==> src/common/ib_rom_pkg.sv <==
`default_nettype none

package ib_rom_pkg;

	////////////////////////////////////////////////////////////
	// ib-rom geometry
	////////////////////////////////////////////////////////////

	localparam int ROM_RD_BW    = 6;  // one rom word, two table entries
	localparam int ROM_ADDR_BW  = 10; // 32 words per page, up to 32 pages
	localparam int PAGE_ADDR_BW = 5;  // word index inside one page
	localparam int ITER_ADDR_BW = 5;  // iteration index, selects the page
	localparam int ENTRY_BW     = 3;  // one quantized check node entry

	// pages are addressed as {iter, word}
	localparam int PAGE_WORDS = 1 << PAGE_ADDR_BW;

	////////////////////////////////////////////////////////////
	// rom word, seen whole or as an entry pair
	////////////////////////////////////////////////////////////

	typedef struct packed {
		logic [ENTRY_BW-1:0] hi; // odd entry
		logic [ENTRY_BW-1:0] lo; // even entry
	} ib_pair_t;

	typedef union packed {
		logic [ROM_RD_BW-1:0] raw; // rom and latch view
		ib_pair_t             pair; // table memory view
	} ib_word_u;

endpackage

`default_nettype wire

==> src/verilog/iter_update_ctrl.sv <==
`default_nettype none

module iter_update_ctrl #(
	parameter int ITER_NUM = 25 // iterations held in the rom
) (
	input  wire                                   write_clk,
	input  wire                                   rstn,
	input  wire                                   start,       // update request strobe
	input  wire  [ib_rom_pkg::ITER_ADDR_BW-1:0] start_iter,  // requested iteration
	output logic [ib_rom_pkg::ITER_ADDR_BW-1:0] iter,        // captured iteration
	output logic                                  fetch_load,  // rom address reload
	output logic                                  wr_en,       // 32 cycle write window
	output logic                                  busy,
	output logic                                  done,        // update complete pulse
	output logic                                  iter_err,    // rejected start pulse
	output logic                                  active_bank  // decoder side bank
);
	localparam int PH_BW = 6;
	localparam logic [PH_BW-1:0] PH_FETCH    = 6'd1;  // rom address load
	localparam logic [PH_BW-1:0] PH_WR_FIRST = 6'd4;  // first latched word
	localparam logic [PH_BW-1:0] PH_WR_LAST  = 6'd35; // last word, bank swap
	localparam logic [PH_BW-1:0] PH_DONE     = 6'd36;

	logic [PH_BW-1:0] phase; // 0 idle, 1..36 update in flight
	logic             in_range;
	logic             start_ok;
	logic             start_bad;

	////////////////////////////////////////////////////////////
	// start check
	////////////////////////////////////////////////////////////

	assign in_range  = int'(start_iter) < ITER_NUM;
	assign start_ok  = start && !busy && in_range;  // starts while busy dropped
	assign start_bad = start && !busy && !in_range;

	always_ff @(posedge write_clk or negedge rstn) begin
		if (!rstn) begin
			phase       <= '0;
			iter        <= '0;
			iter_err    <= 1'b0;
			active_bank <= 1'b0;
		end else begin
			iter_err <= start_bad; // one cycle, nothing else moves
			if (start_ok) begin
				phase <= PH_FETCH;
				iter  <= start_iter;
			end else if (phase == PH_DONE) begin
				phase <= '0;
			end else if (phase != '0) begin
				phase <= phase + 1'b1;
			end
			// flip with the last write, new bank visible with done
			if (phase == PH_WR_LAST) active_bank <= ~active_bank;
		end
	end

	// strobes decoded from the phase
	assign busy       = (phase != '0) && (phase != PH_DONE);
	assign fetch_load = phase == PH_FETCH;
	assign wr_en      = (phase >= PH_WR_FIRST) && (phase <= PH_WR_LAST);
	assign done       = phase == PH_DONE;

	a_fetch_pulse: assert property (
		@(posedge write_clk) disable iff (!rstn) fetch_load |=> !fetch_load
	) else $error("fetch_load held longer than one cycle");

	a_done_pulse: assert property (
		@(posedge write_clk) disable iff (!rstn) done |=> !done
	) else $error("done held longer than one cycle");

	// rom latency plus one page of writes
	a_done_after_fetch: assert property (
		@(posedge write_clk) disable iff (!rstn) fetch_load |-> ##35 done
	) else $error("done did not follow fetch_load by 35 cycles");

endmodule

`default_nettype wire

==> config.mk <==
export PLATFORM = sky130hd
export DESIGN_NAME = iter_update_ctrl
export DESIGN_NICKNAME = d
export VERILOG_FILES = /design/src/common/ib_rom_pkg.sv /design/src/verilog/iter_update_ctrl.sv
export SDC_FILE = /design/constraint.sdc
export NUM_CORES = 1
export LEC_CHECK = 0
export ABC_CLOCK_PERIOD_IN_PS = 1800
export BUFFER_PORTS_ARGS = -buffer_cell sky130_fd_sc_hd__buf_2
export CAP_MARGIN = 0
export CORE_UTILIZATION = 49
export CTS_CLUSTER_SIZE = 10
export DETAILED_ROUTE_END_ITERATION = 16
export PLACE_DENSITY = 0.8
export SETUP_SLACK_MARGIN = 0.05
export SLEW_MARGIN = 30
export SYNTH_ARGS = -nofsm -noshare
export SYNTH_HDL_FRONTEND = slang
export SYNTH_SLANG_ARGS = --single-unit
==> constraint.sdc <==
create_clock -name write_clk -period 1.8 [get_ports write_clk]
set_input_delay 0.27 -clock write_clk [delete_from_list [all_inputs] [get_ports write_clk]]
set_output_delay 0.27 -clock write_clk [all_outputs]
set_load 0.05 [all_outputs]
# Word-level counts from Yosys, hierarchy flattened
# Index checks and enable logic that the tools add are counted.
# Widths: inputs -> output; s select.
[word_totals] elab_cells=25 reg_bits=13 mem_bits_rw=0 output_inout_bits=11 latchBits=0 mem_count=0 input_bits=8 mem_bits_ro=0
[op_classes] bitwise=1 n_mul=0 n_reduce_logical=9 add_sub_neg=1 div_mod_pow=0 magnitude_cmp=3 eq_ne=4 n_mux=3 shifts=0
[ops] cell="$mux 6" n=3
[ops] cell="$eq 6x6->1 const B" n=2
[ops] cell="$add 6x1->6 const B" n=1
[ops] cell="$eq 6x1->1 const B" n=1
[ops] cell="$ge 6x3->1 const B" n=1
[ops] cell="$le 6x6->1 const B" n=1
[ops] cell="$ne 6x6->1 const B" n=1
[ops] cell="$reduce_bool 6->1" n=1
[ops] cell="$logic_and 1x1->1" n=5
[ops] cell="$lt 5x5->1 const B" n=1
[ops] cell="$reduce_bool 3->1" n=1
[ops] cell="$logic_not 1->1" n=2
[ops] cell="$not 1->1" n=1

# Longest topological paths before layout
# Gate-level depths: netlist of run 1.
[depth] word_depth=6 ltp_mapped=5 mapped_depth_nobuf=5

# Worst setup path after synthesis of run 1
# Ideal clock, no wire load.
[synth_timing] kind="reg-to-output" startpoint="reg phase[2]" endpoint="out wr_en" path_stages_with_launch=4 n_path_buf=1 required_time_ns=1.530 slack_ns=0.141 t_arrival_ns=1.389 path_cell_list="dfrtp_1 > buf_2 > nor3_1 > xnor2_1"
[synth_between] elab_chain_cells=2 elab_cells_between_ends=3 classes_between="order compare (2); reduce/logical (1)"
[synth_rtl] item="from (decl)" line_no="iter_update_ctrl.sv:24" rtl="logic [PH_BW-1:0] phase;"
[synth_rtl] item="from (signal assigned)" line_no="iter_update_ctrl.sv:51" rtl="phase <= phase + 1'b1;"
[synth_rtl] item="$ge 6x3->1 or $le 6x6->1 (tied branches)" line_no="iter_update_ctrl.sv:61" rtl="assign wr_en = (phase >= PH_WR_FIRST) && (phase <= PH_WR_LAST);"
[synth_rtl] item="$logic_and 1x1->1 (*)" line_no="iter_update_ctrl.sv:61"
[synth_rtl] item="to (decl)" line_no="iter_update_ctrl.sv:12" rtl="output logic wr_en,"
# Mark *: on every way between the ends. The rest lies on a longest branch, timed or not.

# Final worst setup path of run 1
[layout_timing] startpoint="reg phase[1]" endpoint="out busy"
[layout_between] elab_chain_cells=2 elab_cells_between_ends=3 classes_between="eq/ne (1); reduce/logical (2)"
[layout_rtl] item="$ne 6x6->1 or $reduce_bool 6->1 (tied branches)" line_no="iter_update_ctrl.sv:59" rtl="assign busy = (phase != '0) && (phase != PH_DONE);"
[layout_rtl] item="$logic_and 1x1->1 (*)" line_no="iter_update_ctrl.sv:59"
[layout_rtl] item="to (decl)" line_no="iter_update_ctrl.sv:13" rtl="output logic busy,"
# Marked as above.

==> impl_metrics.tcl, run 1 <==
set metrics [dict create \
    finalHoldViolCount 0 \
    synth_nets 69 \
    p_leak_nw 0.440 \
    wire_per_inst_um 13.0 \
    num_io_pins 19 \
    hold_depth 2 \
    antenna_found_initial 0 \
    clockBufferDepth 2 \
    async_flop_share_pct 100 \
    rr_endpoint "iter[1]" \
    slew-limit-headroom_pct 75.7 \
    dieArea_sq_um 1560 \
    dp_hpwl_um 868 \
    worstPathRequired_ns 1.53 \
    synth_edf_count 0 \
    final_cells 101 \
    cts-root-buf "clkbuf_4" \
    area_growth_pct 32.8 \
    synth_cell_types 25 \
    vias 525 \
    ff2ff_path_depth 6 \
    cp_max_fo 6 \
    cts_made_buffers 3 \
    rrSetupSlack_ns 0.11 \
    fp-row-count 13 \
    worst_pin_slew_ns 0.364 \
    cts_tree "done" \
    pre_cts_slack_ns 0.0633 \
    ys_seq_area_share_pct 47.2 \
    postRouteAntennaNets 0 \
    grt.overflow.total 0 \
    r2r-start "phase[1]" \
    setup_ws_ns -0.0208 \
    slowest_stage "dfrtp_1" \
    drt-initial-drc-count 9 \
    synthFlopType "dfrtp_1" \
    period_share_pct 101 \
    power_density_nw_per_um2 1970 \
    setup_viol 2 \
    routabilityCongestion 0.863 \
    final_net_count 98 \
    coreArea_sq_um 1300 \
    post_route_cells_drive_above_1_share_pct 50.0 \
    start_util_pct 53.0 \
    die_height_um 39.5 \
    grt_pass1_vias 431 \
    holdCritStartpoint "start_iter[0]" \
    netlist_area_sq_um 689 \
    drc 0 \
    peakVddDrop_uv 1120 \
    hold_path_end "iter[0]" \
    crit_buf_inv 3 \
    slew_viol_final 0 \
    critical-path-top-delay-family "simple AND/OR/NAND/NOR gates" \
    fmax_mhz 549 \
    hold_class "in2reg" \
    avgViaCountPerCell 5.20 \
    grt_pass1_wl_mm 1.95 \
    clk_latency_ns 0.27 \
    startpoint_type "register" \
    grt_max_degree 14 \
    violations "negative setup slack" \
    drv_cap 0 \
    syn_inst 58 \
    finClkSkew_ns 0.00373 \
    outcome "finished with violations" \
    synth_warnings 0 \
    path_class "reg2out" \
    ys_ff_latch 13 \
    rsz0062_at_grt "yes" \
    grt_use_total_pct 19.7 \
    dp.cells 91 \
    numClockSinks 13 \
    place.port_buffers 18 \
    critical_path_arrival_ns 1.55 \
    crit_chain "inv_2 > ha_4 > nor3b_4 > and2_4 > inv_2 > buf_6" \
    clk_pin_slew_ns 0.08 \
    dieWidth_um 39.5 \
    diodes 0 \
    fin_crit_ns 1.82 \
    cpPeakStageDelay_ns 0.40 \
    mostFrequentLayoutCells "buf_2, dfrtp_1, buf_4, nand3_1" \
    routed_wl_mm 1.31 \
    drt-pass1-iter-count 4 \
    mostFrequentLayoutCell "buf_2" \
    cts-htree-levels 1 \
    endpoint_kind "output port" \
    crit_top_cell "inv_2" \
    syn-mean-instance-area_sq_um 11.9 \
]
## how the worst max path moves through the flow
| stage | slack (ns) | endpoint | depth (start not counted) | start |
|---|---|---|---|---|
| after global placement | 0.14 | busy | 6 | phase[1] |
| after detailed placement | 0.06 | busy | 6 | phase[1] |
| after global routing | -0.11 | done | 5 | phase[1] |
| final | -0.02 | busy | 6 | phase[1] |
| after CTS | 0.007 | done | 5 | phase[1] |
| after floorplan | 0.14 | wr_en | 3 | phase[2] |
## metrics by stage
stage | power (mW) | hold slack [ns] | area, sq um | TNS [ns] | utilization, %
2_1_floorplan | 1.26 | -0.0256 | 689 | 0 | -
3_3_place_gp | 1.44 | 0.171 | 803 | 0 | 61.7
3_5_place_dp | 1.46 | 0.175 | 803 | 0 | 61.7
4_1_cts | 1.78 | 0.249 | 908 | 0 | 69.8
5_1_grt | 1.92 | 0.245 | 916 | -0.301 | 70.4
6_report | 1.80 | 0.253 | 916 | -0.0390 | 70.4
## routing by layer
metal | share of wire, % | track usage, % | routed length, um | up-vias
li1 | - | - | - | 258
met1 | 48 | 27.3 | 630 | 250
met2 | 47 | 27.5 | 614 | 15
met3 | 4.0 | 5.11 | 53 | 2
met4 | 0.84 | 10.3 | 11 | 0
met5 | 0 | 0 | 0 | -
## logic make-up (layout without fill, tap and decap cells)
logic type | count (synthesis) | in the layout | share of synthesized area, %
xor gates and xnor gates | 6 | 6 | 8.71
muxes | 3 | 3 | 6.53
buffers and inverters | 7 | 35 | 4.17
DFF | 13 | 13 | 47.2
adders and majority gates | 3 | 3 | 5.45
and+or+nand+nor | 18 | 18 | 18.3
AOI/OAI and AO/OA | 8 | 8 | 9.62
## synth_stat cells, types with 2 or more instances
cell type,instances,share of area [%]
and3_2,2,2.2
buf_2,2,1.5
a2bb2oi_1,2,2.5
nand3_1,5,3.6
dfrtp_1,13,47
mux2_4,3,6.5
inv_1,5,2.7
ha_1,3,5.4
xnor2_1,4,5.1
nor2_1,4,2.2
## final cells by class
type | count | area [sq um]
fillers | 106 | 385
clock buffers | 4 | 26.3
repair buffers | 26 | 169
inverters | 5 | 18.8
well taps | 15 | 18.8
flip-flops and latches | 13 | 325
multi-input cells | 38 | 358
## registers in the layout, summed over array words and instances (netlist names)
signal and flops:
phase 6, active_bank 1, iter_err 1, iter 5
## power by group
group          total, mW  internal [mW]  leakage (nW)  switching (mW)
Sequential         0.515          0.404         0.158           0.111
Clock              0.180         0.0859        0.0150          0.0940
Combinational       1.11          0.441         0.268           0.669
Total               1.80          0.931         0.440           0.874
## repair_timing
item                                    CTS  global route
buffers inserted                          4             1
pin swaps                                 2             1
endpoints found under the setup margin    4             7
hold buffers                              1             0
endpoints found under the hold margin    13             0
gates resized for setup                  12             1
No activity file was read; power rests on OpenSTA's default activity.
==> run 2, diff against run 1 <==
--- a/config.mk
+++ b/config.mk
@@ -6,12 +6,13 @@
 export NUM_CORES = 1
 export LEC_CHECK = 0
 export ABC_CLOCK_PERIOD_IN_PS = 1800
-export BUFFER_PORTS_ARGS = -buffer_cell sky130_fd_sc_hd__buf_2
 export CAP_MARGIN = 0
-export CORE_UTILIZATION = 49
+export CORE_AREA = 2 2 39 41
 export CTS_CLUSTER_SIZE = 10
 export DETAILED_ROUTE_END_ITERATION = 16
-export PLACE_DENSITY = 0.8
+export DIE_AREA = 0 0 41 43
+export DONT_BUFFER_PORTS = 1
+export PLACE_DENSITY = 0.72
 export SETUP_SLACK_MARGIN = 0.05
 export SLEW_MARGIN = 30
 export SYNTH_ARGS = -nofsm -noshare
==> impl_metrics.tcl, run 2 (synthesis gave the netlist of run 1 again) <==
set metrics [dict create \
    clockBufferDepth 2 \
    cts-htree-levels 1 \
    finClkSkew_ns 0.00343 \
    dieWidth_um 41 \
    cp_max_fo 3 \
    area_growth_pct 24.1 \
    grt_use_total_pct 17.4 \
    cts_tree "done" \
    postRouteAntennaNets 0 \
    crit_buf_inv 2 \
    share_seq_of_total_power_pct 40.1 \
    rr_endpoint "iter[1]" \
    fin_crit_ns 1.80 \
    start_util_pct 49.8 \
    hold_class "in2reg" \
    slew-limit-headroom_pct 60.3 \
    reg_top3 "phase: 6 flops, iter: 5 flops" \
    vias 499 \
    clk_latency_ns 0.27 \
    p_sw_uw 876 \
    slowest_stage "dfrtp_1" \
    cp.depth 5 \
    final_net_count 86 \
    crit_chain "inv_2 > ha_4 > nor3b_4 > and2_4 > clkinvlp_4" \
    drv_cap 0 \
    fp-row-count 14 \
    slew_viol_final 0 \
    finalHoldViolCount 0 \
    endpoint_kind "output port" \
    outcome "finished, final reports clean" \
    antenna_found_initial 0 \
    drt-pass1-iter-count 4 \
    pwr-share-comb_pct 50.2 \
    dp_hpwl_um 883 \
    final_cells 90 \
    hold_path_end "iter[2]" \
    r2r-start "phase[1]" \
    ff_latch_area_sq_um 325 \
    period_share_pct 99.9 \
    regMostFlops "phase" \
    rrSetupSlack_ns 0.12 \
    drt-initial-drc-count 14 \
    p_leak_nw 0.391 \
    path_class "reg2out" \
    clk_pin_slew_ns 0.08 \
    pwr-share-clk_pct 9.7 \
    holdCritStartpoint "start_iter[2]" \
    num_io_pins 19 \
    coreArea_sq_um 1380 \
    drc 0 \
    startpoint_type "register" \
    post_route_cells_drive_above_1_share_pct 41.9 \
    swShare_pct 48.6 \
    numClockSinks 13 \
    worst_pin_slew_ns 0.593 \
    fin_area_sq_um 856 \
    setup_viol 0 \
    routabilityCongestion 0.797 \
    placed_area_sq_um 722 \
    mostFrequentLayoutCells "dfrtp_1, buf_4, nand3_1, xnor2_1, nor2_1" \
    place.port_buffers 0 \
    critical-path-top-delay-family "simple AND/OR/NAND/NOR gates" \
    avgViaCountPerCell 5.54 \
    hold_depth 1 \
    grt_pass1_vias 442 \
    grt.overflow.total 0 \
    rsz0062_at_grt "yes" \
    intPower_uw 927 \
    grt_max_degree 14 \
    die_height_um 43 \
    ff2ff_path_depth 7 \
    cpPeakStageDelay_ns 0.40 \
    dp.cells 75 \
    grt_pass1_wl_mm 1.99 \
    cts-root-buf "clkbuf_4" \
    diodes 0 \
    worstPathRequired_ns 1.53 \
    power_density_nw_per_um2 2110 \
    critical_path_arrival_ns 1.53 \
    wire_per_inst_um 15.8 \
    cts_made_buffers 3 \
    peakVddDrop_uv 1120 \
    dieArea_sq_um 1760 \
    fmax_mhz 556 \
    fillCellCount 113 \
    routed_wl_mm 1.43 \
    multi_input_area_sq_um 354 \
    hold_slack_ns 0.144 \
    largest_reg_flops 6 \
]
run 2: how the worst max path moves through the flow:
stage	startpoint	to	slack, ns
6_report	phase[1]	busy	0.001
4_1_cts	phase[1]	busy	0.007
2_1_floorplan	phase[2]	wr_en	0.14
3_5_place_dp	phase[1]	busy	0.08
3_3_place_gp	phase[1]	busy	0.14
5_1_grt	phase[1]	busy	-0.06
run 2: stage by stage:
step	power, mW	util, %	worst slack, ns	TNS, ns
floorplan	1.26	-	0.141	0
finish	1.80	61.8	0.00114	0
detailed placement	1.40	52.2	0.0794	0
CTS	1.67	57.1	0.00711	0
global route	1.91	61.8	-0.0564	-0.0696
global placement	1.38	52.2	0.142	0
run 2: area by class of cell:
| cell class | count | area share (%) |
|---|---|---|
| Timing Repair Buffer | 14 | 12.6 |
| Sequential cell | 13 | 38.0 |
| Tap cell | 16 | 2.34 |
| Multi-Input combinational cell | 38 | 41.4 |
| Inverter | 5 | 2.63 |
| Clock buffer | 4 | 3.07 |
run 2: routing by layer:
layer  share of wire (%)  vias to the layer above  GRT usage (%)
met3                 6.0                        4           5.24
met5                   0                        -              0
met4                 2.1                        0           8.00
met2                  53                       18           24.1
li1                    -                      232              -
met1                  39                      245           24.3
run 2: power groups by stage:
stage	Clock (mW)	Combinational (mW)	Sequential, mW
4_1_cts	0.180	0.771	0.718
5_1_grt	0.195	0.980	0.733
6_report	0.175	0.905	0.723
3_3_place_gp	0	0.663	0.722
3_5_place_dp	0	0.678	0.724
2_1_floorplan	0	0.568	0.689
run 2: worst register-to-register path, stage by stage (launching register included):
cell     delay [ns]
dfrtp_1        0.40
inv_2          0.09
ha_4           0.12
nor3b_4        0.21
buf_4          0.15
buf_4          0.13
nand4_4        0.13
mux2_4         0.33
run 2: repair_timing:
action	4_1_cts	5_1_grt
setup buffers	3	7
resized for setup	3	4
hold endpoints to repair	13	0
pin swaps	0	4
hold buffers	1	0
setup endpoints to repair	4	4
==> run 3, diff against run 2 <==
--- a/config.mk
+++ b/config.mk
@@ -5,7 +5,7 @@
 export SDC_FILE = /design/constraint.sdc
 export NUM_CORES = 1
 export LEC_CHECK = 0
-export ABC_CLOCK_PERIOD_IN_PS = 1800
+export ABC_CLOCK_PERIOD_IN_PS = 2000
 export CAP_MARGIN = 0
 export CORE_AREA = 2 2 39 41
 export CTS_CLUSTER_SIZE = 10
==> constraint.sdc (replaced) <==
create_clock -name write_clk -period 2 [get_ports write_clk]
set_input_delay 0.3 -clock write_clk [delete_from_list [all_inputs] [get_ports write_clk]]
set_output_delay 0.3 -clock write_clk [all_outputs]
set_load 0.05 [all_outputs]
==> impl_metrics.tcl, run 3 (synthesis gave the netlist of run 1 again) <==
set metrics [dict create \
    outcome "finished, final reports clean" \
    dp_hpwl_um 916 \
    grt_use_total_pct 18.0 \
    routabilityCongestion 0.822 \
    drc 0 \
    power_density_nw_per_um2 1930 \
    start_util_pct 49.8 \
    cts_made_buffers 3 \
    cts_tree "done" \
    drt-pass1-iter-count 4 \
    fin_setup_tns_ns 0 \
    mostFrequentLayoutCells "dfrtp_1, buf_4, nand3_1, xnor2_1, nor2_1" \
    grt_pass1_wl_mm 2.07 \
    grt_pass1_vias 470 \
    cpPeakStageDelay_ns 0.49 \
    clk_pin_slew_ns 0.08 \
    hold_class "in2reg" \
    fin_crit_ns 1.87 \
    dieArea_sq_um 1760 \
    endpoint_kind "output port" \
    swShare_pct 50.2 \
    routed_wl_mm 1.34 \
    fp-row-count 14 \
    peakVddDrop_uv 1040 \
    share_seq_of_total_power_pct 43.3 \
    grt.overflow.total 0 \
    post_route_cells_drive_above_1_share_pct 32.8 \
    area_growth_pct 14.2 \
    cts-htree-levels 1 \
    fmax_mhz 534 \
    rsz0062_at_grt "no" \
    die_height_um 43 \
    crit_chain "xnor2_2 > and2_4 > clkinvlp_4" \
    coreArea_sq_um 1380 \
    largest_reg_flops 6 \
    wire_per_inst_um 16.1 \
    intPower_uw 756 \
    cts-root-buf "clkbuf_4" \
    final_net_count 79 \
    vias 477 \
    period_share_pct 93.7 \
    finalHoldViolCount 0 \
    avgViaCountPerCell 5.75 \
    reg_top3 "phase: 6 flops, iter: 5 flops" \
    postRouteAntennaNets 0 \
    fillCellCount 125 \
    antenna_found_initial 0 \
    num_io_pins 19 \
    setup_viol 0 \
    numClockSinks 13 \
    worstPathRequired_ns 1.70 \
    drt-initial-drc-count 10 \
    clockBufferDepth 2 \
    drv_cap 0 \
    p_sw_uw 761 \
    slew-limit-headroom_pct 59.2 \
    pwr-share-clk_pct 11.2 \
    worstSetupStartpoint "phase[2]" \
    crit_buf_inv 1 \
    diodes 0 \
    path_class "reg2out" \
    r2r-start "phase[1]" \
    fin_area_sq_um 787 \
    grt_max_degree 14 \
    p_leak_nw 0.357 \
    pwr-share-comb_pct 45.5 \
    finClkSkew_ns 0.00194 \
    placed_area_sq_um 714 \
    cp_max_fo 7 \
    clk_latency_ns 0.29 \
    slew_viol_final 0 \
    startpoint_type "register" \
    regMostFlops "phase" \
    mostFrequentLayoutCell "dfrtp_1" \
    dieWidth_um 41 \
    slowest_stage "dfrtp_1" \
    critical_path_arrival_ns 1.57 \
    place.port_buffers 0 \
    holdCritStartpoint "start_iter[0]" \
    worst_pin_slew_ns 0.610 \
    critical-path-top-delay-family "flip-flops" \
]
## run 3: cell count changes in the layout (fill, tap and decap cells not counted), sizes merged
cell / before / now
buf: 13 / 6
## run 3: cell type report
cell class,count,area (sq um),share of cell area (%)
multi-input combinational,38,337,42.8
sequential,13,327,41.5
timing repair buffer,7,55.1,7.00
clock buffer,4,26.3,3.34
inverter,5,22.5,2.86
tap,16,20.0,2.54
## run 3: per-stage QoR
step	total power, mW	utilization [%]	std cells	setup slack [ns]	hold slack (ns)
final	1.52	56.9	83	0.127	0.158
after global routing	1.60	56.9	83	0.0550	0.154
after CTS	1.47	55.2	80	0.0708	0.160
after detailed placement	1.26	51.6	74	0.230	0.00471
after global placement	1.23	51.6	74	0.297	0.00470
after floorplan	1.13	-	58	0.311	0.00441
## run 3: power by group through the flow
stage	sequential (mW)	combinational, mW	clock, mW
6_report	0.657	0.690	0.169
5_1_grt	0.665	0.752	0.183
4_1_cts	0.663	0.633	0.171
3_5_place_dp	0.666	0.590	0
3_3_place_gp	0.660	0.572	0
2_1_floorplan	0.620	0.511	0
## run 3: worst paths after layout
path / to / slack (ns) / depth (start not counted)
max in group asynchronous: phase[0] / 1.11 / 1
min in group asynchronous: phase[1] / 0.46 / 1
hold / removal: iter[0] / 0.16 / 1
setup / recovery: busy / 0.13 / 3
hold reg to reg: phase[4] / 0.59 / 1
setup reg to reg: iter[2] / 0.36 / 6
## run 3: repair_timing
| action | 4_1_cts | 5_1_grt |
|---|---|---|
| hold buffers | 1 | 0 |
| endpoints found under the setup margin | 2 | 2 |
| buffers inserted | 1 | 3 |
| resized for setup | 2 | 2 |
| hold endpoints to repair | 13 | 0 |
## run 3: worst register-to-register path: cells and delay by family (launching register included)
kind / cells / cell delay, ns
adders and majority gates: 1 / 0.13
buffers and inverters: 2 / 0.26
DFF: 1 / 0.43
muxes: 1 / 0.34
and+or+nand+nor: 2 / 0.38
## run 3: routing by layer
layer  part of all wire, %  vias to the layer above  global-route usage, %
met4                   1.6                        0                   10.7
met3                   5.6                        3                   3.66
met5                     0                        -                      0
li1                      -                      218                      -
met2                    48                       19                   24.7
met1                    44                      237                   25.3
